==> src/source/isaPkg.sv <==
package isaPkg;

	////////////////////////////////////////
	// Basic widths and words
	////////////////////////////////////////

	localparam int XLEN = 32;

	typedef logic [XLEN-1:0] word_t;
	typedef logic [4:0] regAddr_t;

	// Major opcodes handled by the core
	typedef enum logic [6:0] {
		OPCODE_LOAD    = 7'b0000011,
		OPCODE_ALU_IMM = 7'b0010011,
		OPCODE_STORE   = 7'b0100011,
		OPCODE_ALU_REG = 7'b0110011
	} opcode_t;

	// ALU operations, shared by register and immediate forms
	typedef enum logic [2:0] {
		FUNCT3_ADD  = 3'b000,
		FUNCT3_SLL  = 3'b001,
		FUNCT3_SLT  = 3'b010,
		FUNCT3_SLTU = 3'b011,
		FUNCT3_XOR  = 3'b100,
		FUNCT3_SRL  = 3'b101,
		FUNCT3_OR   = 3'b110,
		FUNCT3_AND  = 3'b111
	} funct3_t;

	// Word width code for LW and SW, same bits as SLT
	localparam funct3_t FUNCT3_WORD = FUNCT3_SLT;

	////////////////////////////////////////
	// Instruction formats
	////////////////////////////////////////

	typedef struct packed {
		logic [6:0] funct7;
		regAddr_t   rs2;
		regAddr_t   rs1;
		funct3_t    funct3;
		regAddr_t   rd;
		opcode_t    opcode;
	} rType_t;

	typedef struct packed {
		logic [11:0] imm;
		regAddr_t    rs1;
		funct3_t     funct3;
		regAddr_t    rd;
		opcode_t     opcode;
	} iType_t;

	typedef struct packed {
		logic [6:0] immHi;
		regAddr_t   rs2;
		regAddr_t   rs1;
		funct3_t    funct3;
		logic [4:0] immLo;
		opcode_t    opcode;
	} sType_t;

	// One instruction word seen through each format
	typedef union packed {
		rType_t rType;
		iType_t iType;
		sType_t sType;
	} instr_u;

endpackage

==> src/source/ctrlPkg.sv <==
package ctrlPkg;

	////////////////////////////////////////
	// Controller states
	////////////////////////////////////////

	typedef enum logic [3:0] {
		FETCH         = 4'd0,
		DECODE        = 4'd1,
		EXECUTE_R     = 4'd2,
		EXECUTE_I     = 4'd3,
		MEMORY        = 4'd4,
		MEMORY_STORE  = 4'd5,
		WRITEBACK     = 4'd6,
		WRITEBACK_MEM = 4'd7
	} ctrlState_t;

	////////////////////////////////////////
	// Datapath select codes
	////////////////////////////////////////

	typedef enum logic {
		ALU_SRC_A_PC  = 1'b0,
		ALU_SRC_A_RS1 = 1'b1
	} aluSrcA_t;

	typedef enum logic [1:0] {
		ALU_SRC_B_RS2  = 2'd0,
		ALU_SRC_B_FOUR = 2'd1,
		ALU_SRC_B_IMM  = 2'd2
	} aluSrcB_t;

	// Register file write data
	typedef enum logic {
		WB_SRC_ALU = 1'b0,
		WB_SRC_MEM = 1'b1
	} wbSrc_t;

	// Memory address source
	typedef enum logic {
		ADDR_SRC_PC  = 1'b0,
		ADDR_SRC_ALU = 1'b1
	} addrSrc_t;

endpackage

==> src/source/aluUnit.sv <==
`timescale 1ns/1ps

module aluUnit
	import isaPkg::*;
(
	input  word_t   a,
	input  word_t   b,
	input  funct3_t funct3,
	input  logic    altBit,
	input  logic    aluRegForm,
	input  logic    aluOverride,
	output word_t   result
);

	logic [4:0] shamt;

	assign shamt = b[4:0];

	always_comb begin
		if (aluOverride) begin
			// Address and PC+4 arithmetic
			result = a + b;
		end else begin
			case (funct3)
				FUNCT3_ADD: begin
					// Immediate adds never subtract
					if (aluRegForm && altBit) begin
						result = a - b;
					end else begin
						result = a + b;
					end
				end
				FUNCT3_SLL:  result = a << shamt;
				FUNCT3_SLT:  result = word_t'($signed(a) < $signed(b));
				FUNCT3_SLTU: result = word_t'(a < b);
				FUNCT3_XOR:  result = a ^ b;
				FUNCT3_SRL: begin
					if (altBit) begin
						result = word_t'($signed(a) >>> shamt);
					end else begin
						result = a >> shamt;
					end
				end
				FUNCT3_OR:   result = a | b;
				FUNCT3_AND:  result = a & b;
				default:     result = a + b;
			endcase
		end
	end

endmodule

==> src/source/registerFile.sv <==
`timescale 1ns/1ps

module registerFile
	import isaPkg::*;
(
	input  logic     clk,
	input  logic     arstN,
	input  logic     regWrite,
	input  regAddr_t rs1Addr,
	input  regAddr_t rs2Addr,
	input  regAddr_t rdAddr,
	input  word_t    rdData,
	output word_t    rs1Data,
	output word_t    rs2Data
);

	// x0 has no storage
	word_t regs [1:31];

	always_ff @(posedge clk or negedge arstN) begin
		if (!arstN) begin
			for (int i = 1; i < 32; i++) begin
				regs[i] <= '0;
			end
		end else if (regWrite && (rdAddr != '0)) begin
			regs[rdAddr] <= rdData;
		end
	end

	assign rs1Data = (rs1Addr == '0) ? '0 : regs[rs1Addr];
	assign rs2Data = (rs2Addr == '0) ? '0 : regs[rs2Addr];

	zeroReadsZero: assert property (@(posedge clk) disable iff (!arstN)
		((rs1Addr == '0) |-> (rs1Data == '0)) and ((rs2Addr == '0) |-> (rs2Data == '0)));

endmodule

==> src/source/mainController.sv <==
`timescale 1ns/1ps

module mainController
	import isaPkg::*, ctrlPkg::*;
(
	input  logic     clk,
	input  logic     arstN,
	input  opcode_t  opCode,
	input  funct3_t  funct3,
	output logic     pcWrite,
	output logic     irWrite,
	output logic     regWrite,
	output logic     memWe,
	output logic     aluOverride,
	output logic     aluRegForm,
	output aluSrcA_t aluSrcA,
	output aluSrcB_t aluSrcB,
	output addrSrc_t addrSrc,
	output wbSrc_t   wbSrc
);

	ctrlState_t state;
	ctrlState_t nextState;

	logic regForm;
	logic memOp;
	logic wordAccess;

	// Opcode classes
	assign regForm    = (opCode == OPCODE_ALU_REG);
	assign memOp      = (opCode == OPCODE_LOAD) || (opCode == OPCODE_STORE);
	// Byte and halfword widths fall back to a no-op
	assign wordAccess = (funct3 == FUNCT3_WORD);

	always_ff @(posedge clk or negedge arstN) begin
		if (!arstN) begin
			state <= FETCH;
		end else begin
			state <= nextState;
		end
	end

	////////////////////////////////////////
	// Next state and outputs
	////////////////////////////////////////

	always_comb begin
		pcWrite   = 1'b0;
		irWrite   = 1'b0;
		regWrite  = 1'b0;
		memWe     = 1'b0;
		wbSrc     = WB_SRC_ALU;
		addrSrc   = ADDR_SRC_PC;
		nextState = state;

		// Operands held steady after execute so aluOut keeps its value
		aluSrcA     = ALU_SRC_A_RS1;
		aluSrcB     = regForm ? ALU_SRC_B_RS2 : ALU_SRC_B_IMM;
		aluOverride = memOp;
		aluRegForm  = regForm;

		case (state)
			FETCH: begin
				irWrite     = 1'b1;
				aluSrcA     = ALU_SRC_A_PC;
				aluSrcB     = ALU_SRC_B_FOUR;
				aluOverride = 1'b1;
				aluRegForm  = 1'b0;
				nextState   = DECODE;
			end
			DECODE: begin
				// PC takes PC+4 left in aluOut by fetch
				pcWrite = 1'b1;
				case (opCode)
					OPCODE_ALU_REG: nextState = EXECUTE_R;
					OPCODE_ALU_IMM: nextState = EXECUTE_I;
					OPCODE_LOAD:    nextState = wordAccess ? EXECUTE_I : FETCH;
					OPCODE_STORE:   nextState = wordAccess ? EXECUTE_I : FETCH;
					default:        nextState = FETCH;
				endcase
			end
			EXECUTE_R: begin
				nextState = MEMORY;
			end
			EXECUTE_I: begin
				nextState = (opCode == OPCODE_STORE) ? MEMORY_STORE : MEMORY;
			end
			MEMORY: begin
				if (opCode == OPCODE_LOAD) begin
					addrSrc   = ADDR_SRC_ALU;
					nextState = WRITEBACK_MEM;
				end else begin
					nextState = WRITEBACK;
				end
			end
			MEMORY_STORE: begin
				addrSrc   = ADDR_SRC_ALU;
				memWe     = 1'b1;
				nextState = FETCH;
			end
			WRITEBACK: begin
				regWrite  = 1'b1;
				nextState = FETCH;
			end
			WRITEBACK_MEM: begin
				// Same address keeps the data register stable
				addrSrc   = ADDR_SRC_ALU;
				wbSrc     = WB_SRC_MEM;
				regWrite  = 1'b1;
				nextState = FETCH;
			end
			default: begin
				nextState = FETCH;
			end
		endcase
	end

	////////////////////////////////////////
	// Checks
	////////////////////////////////////////

	stateLegal: assert property (@(posedge clk) disable iff (!arstN)
		state inside {FETCH, DECODE, EXECUTE_R, EXECUTE_I, MEMORY, MEMORY_STORE,
			WRITEBACK, WRITEBACK_MEM});

	// Stores only after a word store was decoded
	storeOnlyInStore: assert property (@(posedge clk) disable iff (!arstN)
		memWe |-> (state == MEMORY_STORE) && (opCode == OPCODE_STORE));

	noRegWriteOnStore: assert property (@(posedge clk) disable iff (!arstN)
		!(regWrite && memWe));

endmodule

==> src/source/cpuDatapath.sv <==
`timescale 1ns/1ps

module cpuDatapath
	import isaPkg::*, ctrlPkg::*;
#(
	parameter word_t ResetPc = '0
) (
	input  logic     clk,
	input  logic     arstN,
	input  logic     pcWrite,
	input  logic     irWrite,
	input  logic     regWrite,
	input  logic     aluOverride,
	input  logic     aluRegForm,
	input  aluSrcA_t aluSrcA,
	input  aluSrcB_t aluSrcB,
	input  addrSrc_t addrSrc,
	input  wbSrc_t   wbSrc,
	input  word_t    memRdata,
	output word_t    memAddr,
	output word_t    memWdata,
	output opcode_t  opCode,
	output funct3_t  funct3
);

	word_t  pc;
	instr_u ir;
	word_t  aluOut;
	word_t  mdr;
	word_t  imm;
	word_t  rs1Data;
	word_t  rs2Data;
	word_t  aluA;
	word_t  aluB;
	word_t  aluResult;
	word_t  wbData;

	////////////////////////////////////////
	// State registers
	////////////////////////////////////////

	always_ff @(posedge clk or negedge arstN) begin
		if (!arstN) begin
			pc <= ResetPc;
		end else if (pcWrite) begin
			pc <= aluOut;
		end
	end

	// Payload registers
	always_ff @(posedge clk) begin
		if (irWrite) begin
			ir <= instr_u'(memRdata);
		end
		aluOut <= aluResult;
		mdr    <= memRdata;
	end

	assign opCode = ir.rType.opcode;
	assign funct3 = ir.rType.funct3;

	// S format only for stores
	always_comb begin
		if (ir.rType.opcode == OPCODE_STORE) begin
			imm = {{20{ir.sType.immHi[6]}}, ir.sType.immHi, ir.sType.immLo};
		end else begin
			imm = {{20{ir.iType.imm[11]}}, ir.iType.imm};
		end
	end

	////////////////////////////////////////
	// Operand and result muxes
	////////////////////////////////////////

	assign aluA = (aluSrcA == ALU_SRC_A_PC) ? pc : rs1Data;

	always_comb begin
		case (aluSrcB)
			ALU_SRC_B_RS2:  aluB = rs2Data;
			ALU_SRC_B_FOUR: aluB = 32'd4;
			ALU_SRC_B_IMM:  aluB = imm;
			default:        aluB = rs2Data;
		endcase
	end

	assign wbData   = (wbSrc == WB_SRC_MEM) ? mdr : aluOut;
	assign memAddr  = (addrSrc == ADDR_SRC_ALU) ? aluOut : pc;
	assign memWdata = rs2Data;

	registerFile u_registerFile (
		.clk      (clk),
		.arstN    (arstN),
		.regWrite (regWrite),
		.rs1Addr  (ir.rType.rs1),
		.rs2Addr  (ir.rType.rs2),
		.rdAddr   (ir.rType.rd),
		.rdData   (wbData),
		.rs1Data  (rs1Data),
		.rs2Data  (rs2Data)
	);

	// Bit 30 picks sub and sra
	aluUnit u_aluUnit (
		.a           (aluA),
		.b           (aluB),
		.funct3      (ir.rType.funct3),
		.altBit      (ir.rType.funct7[5]),
		.aluRegForm  (aluRegForm),
		.aluOverride (aluOverride),
		.result      (aluResult)
	);

	addrAligned: assert property (@(posedge clk) disable iff (!arstN)
		memAddr[1:0] == 2'b00);

endmodule

==> src/source/multicycleCore.sv <==
`timescale 1ns/1ps

module multicycleCore
	import isaPkg::*, ctrlPkg::*;
#(
	parameter word_t ResetPc = '0
) (
	input  logic  clk,
	input  logic  arstN,
	input  word_t memRdata,
	output word_t memAddr,
	output word_t memWdata,
	output logic  memWe
);

	// Controller to datapath
	logic     pcWrite;
	logic     irWrite;
	logic     regWrite;
	logic     aluOverride;
	logic     aluRegForm;
	aluSrcA_t aluSrcA;
	aluSrcB_t aluSrcB;
	addrSrc_t addrSrc;
	wbSrc_t   wbSrc;

	// Datapath to controller
	opcode_t  opCode;
	funct3_t  funct3;

	mainController u_mainController (
		.clk         (clk),
		.arstN       (arstN),
		.opCode      (opCode),
		.funct3      (funct3),
		.pcWrite     (pcWrite),
		.irWrite     (irWrite),
		.regWrite    (regWrite),
		.memWe       (memWe),
		.aluOverride (aluOverride),
		.aluRegForm  (aluRegForm),
		.aluSrcA     (aluSrcA),
		.aluSrcB     (aluSrcB),
		.addrSrc     (addrSrc),
		.wbSrc       (wbSrc)
	);

	cpuDatapath #(
		.ResetPc (ResetPc)
	) u_cpuDatapath (
		.clk         (clk),
		.arstN       (arstN),
		.pcWrite     (pcWrite),
		.irWrite     (irWrite),
		.regWrite    (regWrite),
		.aluOverride (aluOverride),
		.aluRegForm  (aluRegForm),
		.aluSrcA     (aluSrcA),
		.aluSrcB     (aluSrcB),
		.addrSrc     (addrSrc),
		.wbSrc       (wbSrc),
		.memRdata    (memRdata),
		.memAddr     (memAddr),
		.memWdata    (memWdata),
		.opCode      (opCode),
		.funct3      (funct3)
	);

endmodule

==> config.mk <==
export PLATFORM = sky130hd
export DESIGN_NAME = multicycleCore
export DESIGN_NICKNAME = d
export VERILOG_FILES = /design/src/source/isaPkg.sv /design/src/source/ctrlPkg.sv /design/src/source/aluUnit.sv /design/src/source/registerFile.sv /design/src/source/mainController.sv /design/src/source/cpuDatapath.sv /design/src/source/multicycleCore.sv
export SDC_FILE = /design/constraint.sdc
export NUM_CORES = 2
export LEC_CHECK = 0
export BUFFER_PORTS_ARGS = -buffer_cell sky130_fd_sc_hd__clkbuf_2
export CAP_MARGIN = 30
export CORE_ASPECT_RATIO = 1.2
export CORE_UTILIZATION = 40
export DETAILED_ROUTE_END_ITERATION = 6
export GPL_TIMING_DRIVEN = 0
export PLACE_DENSITY = 0.58
export RECOVER_POWER = 100
export SLEW_MARGIN = 25
export SYNTH_ARGS = -nofsm -noshare
export SYNTH_HDL_FRONTEND = slang
export SYNTH_SLANG_ARGS = --single-unit
==> constraint.sdc <==
create_clock -name clk -period 5.75 [get_ports clk]
set_clock_uncertainty 0.1 [all_clocks]
set_input_delay 0.8625 -clock clk [delete_from_list [all_inputs] [get_ports clk]]
set_output_delay 0.8625 -clock clk [all_outputs]
set_load 0.01 [all_outputs]
==> impl_metrics.yaml <==
hold_path:
  hold_start: "memRdata[8]"
  timing.hold.worst_path_depth: 1
  worstHoldEndpoint: "u_cpuDatapath.mdr[8]"
  hp-class: "primary input to register"
floorplanning:
  fp.dieArea_um2: 164000
  initial_utilization_pct: 40.3
  die_h_um: 443
  ios: 99
  std_cell_rows: 161
  core-area_um2: 161000
  die_w_um: 369
sta:
  post-route-period-util_pct: 105
  slew_headroom_pct: -197
  maxSlewViolCount: 90
  hold_violations: 0
  fmax_mhz: 166
  final.min_clock_period_ns: 6.03
  worst_pin_slew_ns: 4.45
  rsz0062_at_grt: "true"
  setup_viol: 22
  worst_slack_ns: -0.278
run_status:
  violations: "DRC, capacitance limit, slew limit, setup timing"
  outcome: "finished with violations"
finish:
  area_growth_pct: 19.0
  fin_cells: 8855
  design_area_um2: 77100
  final_cell_mix: "nand2_1, o21ai_0, dfrtp_1"
  layout_commonest_cell: "nand2_1"
  layout-drive-gt1-share_pct: 23.8
  nets: 6760
synth:
  seq_area_frac_synth_pct: 43.1
  ys_warn_count: 0
  ys_ff_latch: 1123
  synth_cells: 6248
  syn_nets: 6381
  synth_edf_count: 32
  synth_area_um2: 64800
  syn_avg_cell_area_um2: 10.4
  synth_flop_cell: "dfrtp_1"
  synth_cell_types: 94
  synth_async_sr_flop_share_pct: 91.5
route:
  m1WireLength_mm: 108
  dr.pass1.iters: 7
  ant_nets: 0
  drt_iter0_drc: 7189
  via_count: 58000
  vias_per_cell: 6.55
  routed-wl-met3_mm: 33.8
  drc: 77
  route.met2.wl_mm: 149
  highest_layer: "met5"
  wl_per_cell_um: 37.5
  wl_mm: 332
setup_path:
  r2r_start: "u_cpuDatapath.ir[16]"
  crit_path_max_fanout: 10
  max_stage_delay_ns: 0.84
  r2r_cells: 16
  rrSetupSlack_ns: -0.28
  arrival_ns: 6.53
  slowest_stage: "a41oi_4"
  critPathKind: "register to register"
  path_cells: "buf_6 > buf_8 > buf_12 > buf_12 > buf_8 > nor2_1 > a22oi_1 > nand3_1 > a41oi_4 > ha_1 > clkbuf_1 > a21oi_1 > a311oi_2 > o221ai_1 > a211oi_4 > a211oi_2"
  critPathRequiredTime_ns: 6.25
  r2r_end: "u_cpuDatapath.aluOut[28]"
  crit_path_start_kind: "register"
  cp-end-kind: "register"
placed_design:
  placed_cells: 8504
  io_buffers: 98
  gp_congestion: 1.07
  placed_cell_area_um2: 68800
  hpwlAfterDp_mm: 257
power:
  p_leak_nw: 32.3
  total_power_w: 0.0487
  power.density_nw_per_um2: 633
  peakVddDrop_v: 0.000369
grt:
  grt_pass1_wl_mm: 456
  grt.overflow.total: 0
  antenna_found_initial: 15
  grt_pass1_vias: 57100
  grt.total_usage_pct: 40.3
  grt_max_degree: 87
clock_network:
  cts_root_buf: "clkbuf_16"
  clock_latency_ns: 0.77
  clock_sinks: 1123
  cts_tree: "yes"
  cts_buffer_depth: 3
  cts_buffers: 108
  htreeDepth: 3
  cts.clk_slew.worst_paths_ns: 0.07
job:
  drv_cap: 3
logic make-up (layout without fill, tap and decap cells):
| kind of cell | count (synthesis) | in the layout | share of synthesized area (%) |
|---|---|---|---|
| adders and majority gates | 99 | 99 | 1.94 |
| other | 0 | 15 | 0 |
| and+or+nand+nor | 1627 | 1627 | 10.3 |
| xor gates and xnor gates | 29 | 29 | 0.392 |
| AOI/OAI and AO/OA | 1775 | 1775 | 15.9 |
| muxes | 879 | 879 | 23.6 |
| buffers and inverters | 716 | 1189 | 4.75 |
| DFF | 1123 | 1123 | 43.1 |
sequential cells by signal, summed over array words and instances, names as in the netlist:
name	count
u_cpuDatapath.aluOut	32
u_cpuDatapath.ir	32
u_cpuDatapath.mdr	32
u_cpuDatapath.pc	32
u_cpuDatapath.u_registerFile.regs	992
u_mainController.state	3
repair_timing:
item                                    4_1_cts  5_1_grt
pin swaps                                    62       54
buffers inserted                            112       31
hold buffers                                  0        0
endpoints found under the setup margin       59       28
gates resized for setup                     689      119
hold endpoints to repair                      0        0
cloned                                        1        0
Yosys cell counts, types with 26 or more instances:
| cell type | n | area share, % |
|---|---|---|
| o21a_1 | 28 | 0.32 |
| a221oi_1 | 37 | 0.50 |
| nor3_1 | 33 | 0.25 |
| mux2i_1 | 198 | 3.1 |
| o21ai_1 | 37 | 0.29 |
| dfxtp_1 | 64 | 2.0 |
| edfxtp_1 | 32 | 1.5 |
| o211ai_1 | 26 | 0.30 |
| dfrtp_1 | 1027 | 40 |
| nand2_1 | 1227 | 7.1 |
| mux2_2 | 174 | 3.0 |
| a211oi_1 | 30 | 0.35 |
| o22ai_1 | 40 | 0.39 |
| buf_1 | 35 | 0.20 |
| nor2_1 | 162 | 0.94 |
| a21oi_1 | 165 | 1.3 |
| ha_1 | 97 | 1.9 |
| buf_4 | 29 | 0.34 |
| a22oi_1 | 48 | 0.56 |
| inv_1 | 115 | 0.67 |
| clkbuf_1 | 413 | 2.4 |
| mux4_2 | 500 | 17 |
| nand3_1 | 66 | 0.51 |
| o21ai_0 | 1145 | 8.8 |
| buf_2 | 92 | 0.71 |
| a22o_1 | 38 | 0.51 |
power breakdown:
part	switching, W	leakage, nW	internal (W)
sequential	0.000500	15.1	0.00851
combinational	0.0220	15.3	0.00996
clock	0.00346	1.79	0.00426
worst max-delay path by stage:
stage | startpoint | end | slack [ns] | cells past startpoint
floorplan | u_cpuDatapath.ir[20] | u_cpuDatapath.aluOut[31] | 0.03 | 23
global placement | arstN | u_cpuDatapath.u_registerFile.regs[987] | -21.73 | 1
detailed placement | u_cpuDatapath.ir[21] | u_cpuDatapath.aluOut[22] | -4.21 | 23
CTS | u_cpuDatapath.ir[20] | u_cpuDatapath.aluOut[31] | -0.20 | 25
global route | u_cpuDatapath.ir[20] | u_cpuDatapath.aluOut[31] | -0.31 | 25
finish | u_cpuDatapath.ir[16] | u_cpuDatapath.aluOut[28] | -0.28 | 16
area by class of cell:
type	count	area, um2
Fill cell	14900	83500
Multi-Input combinational cell	4409	35800
Sequential cell	1123	27900
Buffer	574	3950
Clock buffer	145	2990
Tap cell	2119	2650
Timing Repair Buffer	286	2470
Clock inverter	59	687
Inverter	125	482
Antenna cell	15	37.5
worst max-delay path, delay by kind of cell, from the launching register on:
family | cells | cell delay [ns]
adders and majority gates | 1 | 0.26
and+or+nand+nor | 2 | 0.52
AOI/OAI and AO/OA | 7 | 2.90
buffers and inverters | 6 | 1.54
DFF | 1 | 0.35
layer usage:
layer / GRT usage (%) / up-vias
met5: 0.385 / -
met4: 39.8 / 6
met3: 11.4 / 1253
met2: 62.0 / 3835
met1: 44.0 / 29400
li1: - / 23500
per-stage QoR:
step / hold WS (ns) / util, % / TNS, ns / setup WS (ns)
floorplan: 0.358 / - / 0 / 0.0279
global placement: 0.373 / 42.3 / - / -21.73
detailed placement: 0.386 / 42.9 / -130.67 / -4.21
CTS: 0.0722 / 47.5 / -0.745 / -0.195
global route: 0.130 / 48.0 / -50.44 / -0.307
finish: 0.113 / 48.0 / -3.65 / -0.278
(Power assumes the default switching activity.)
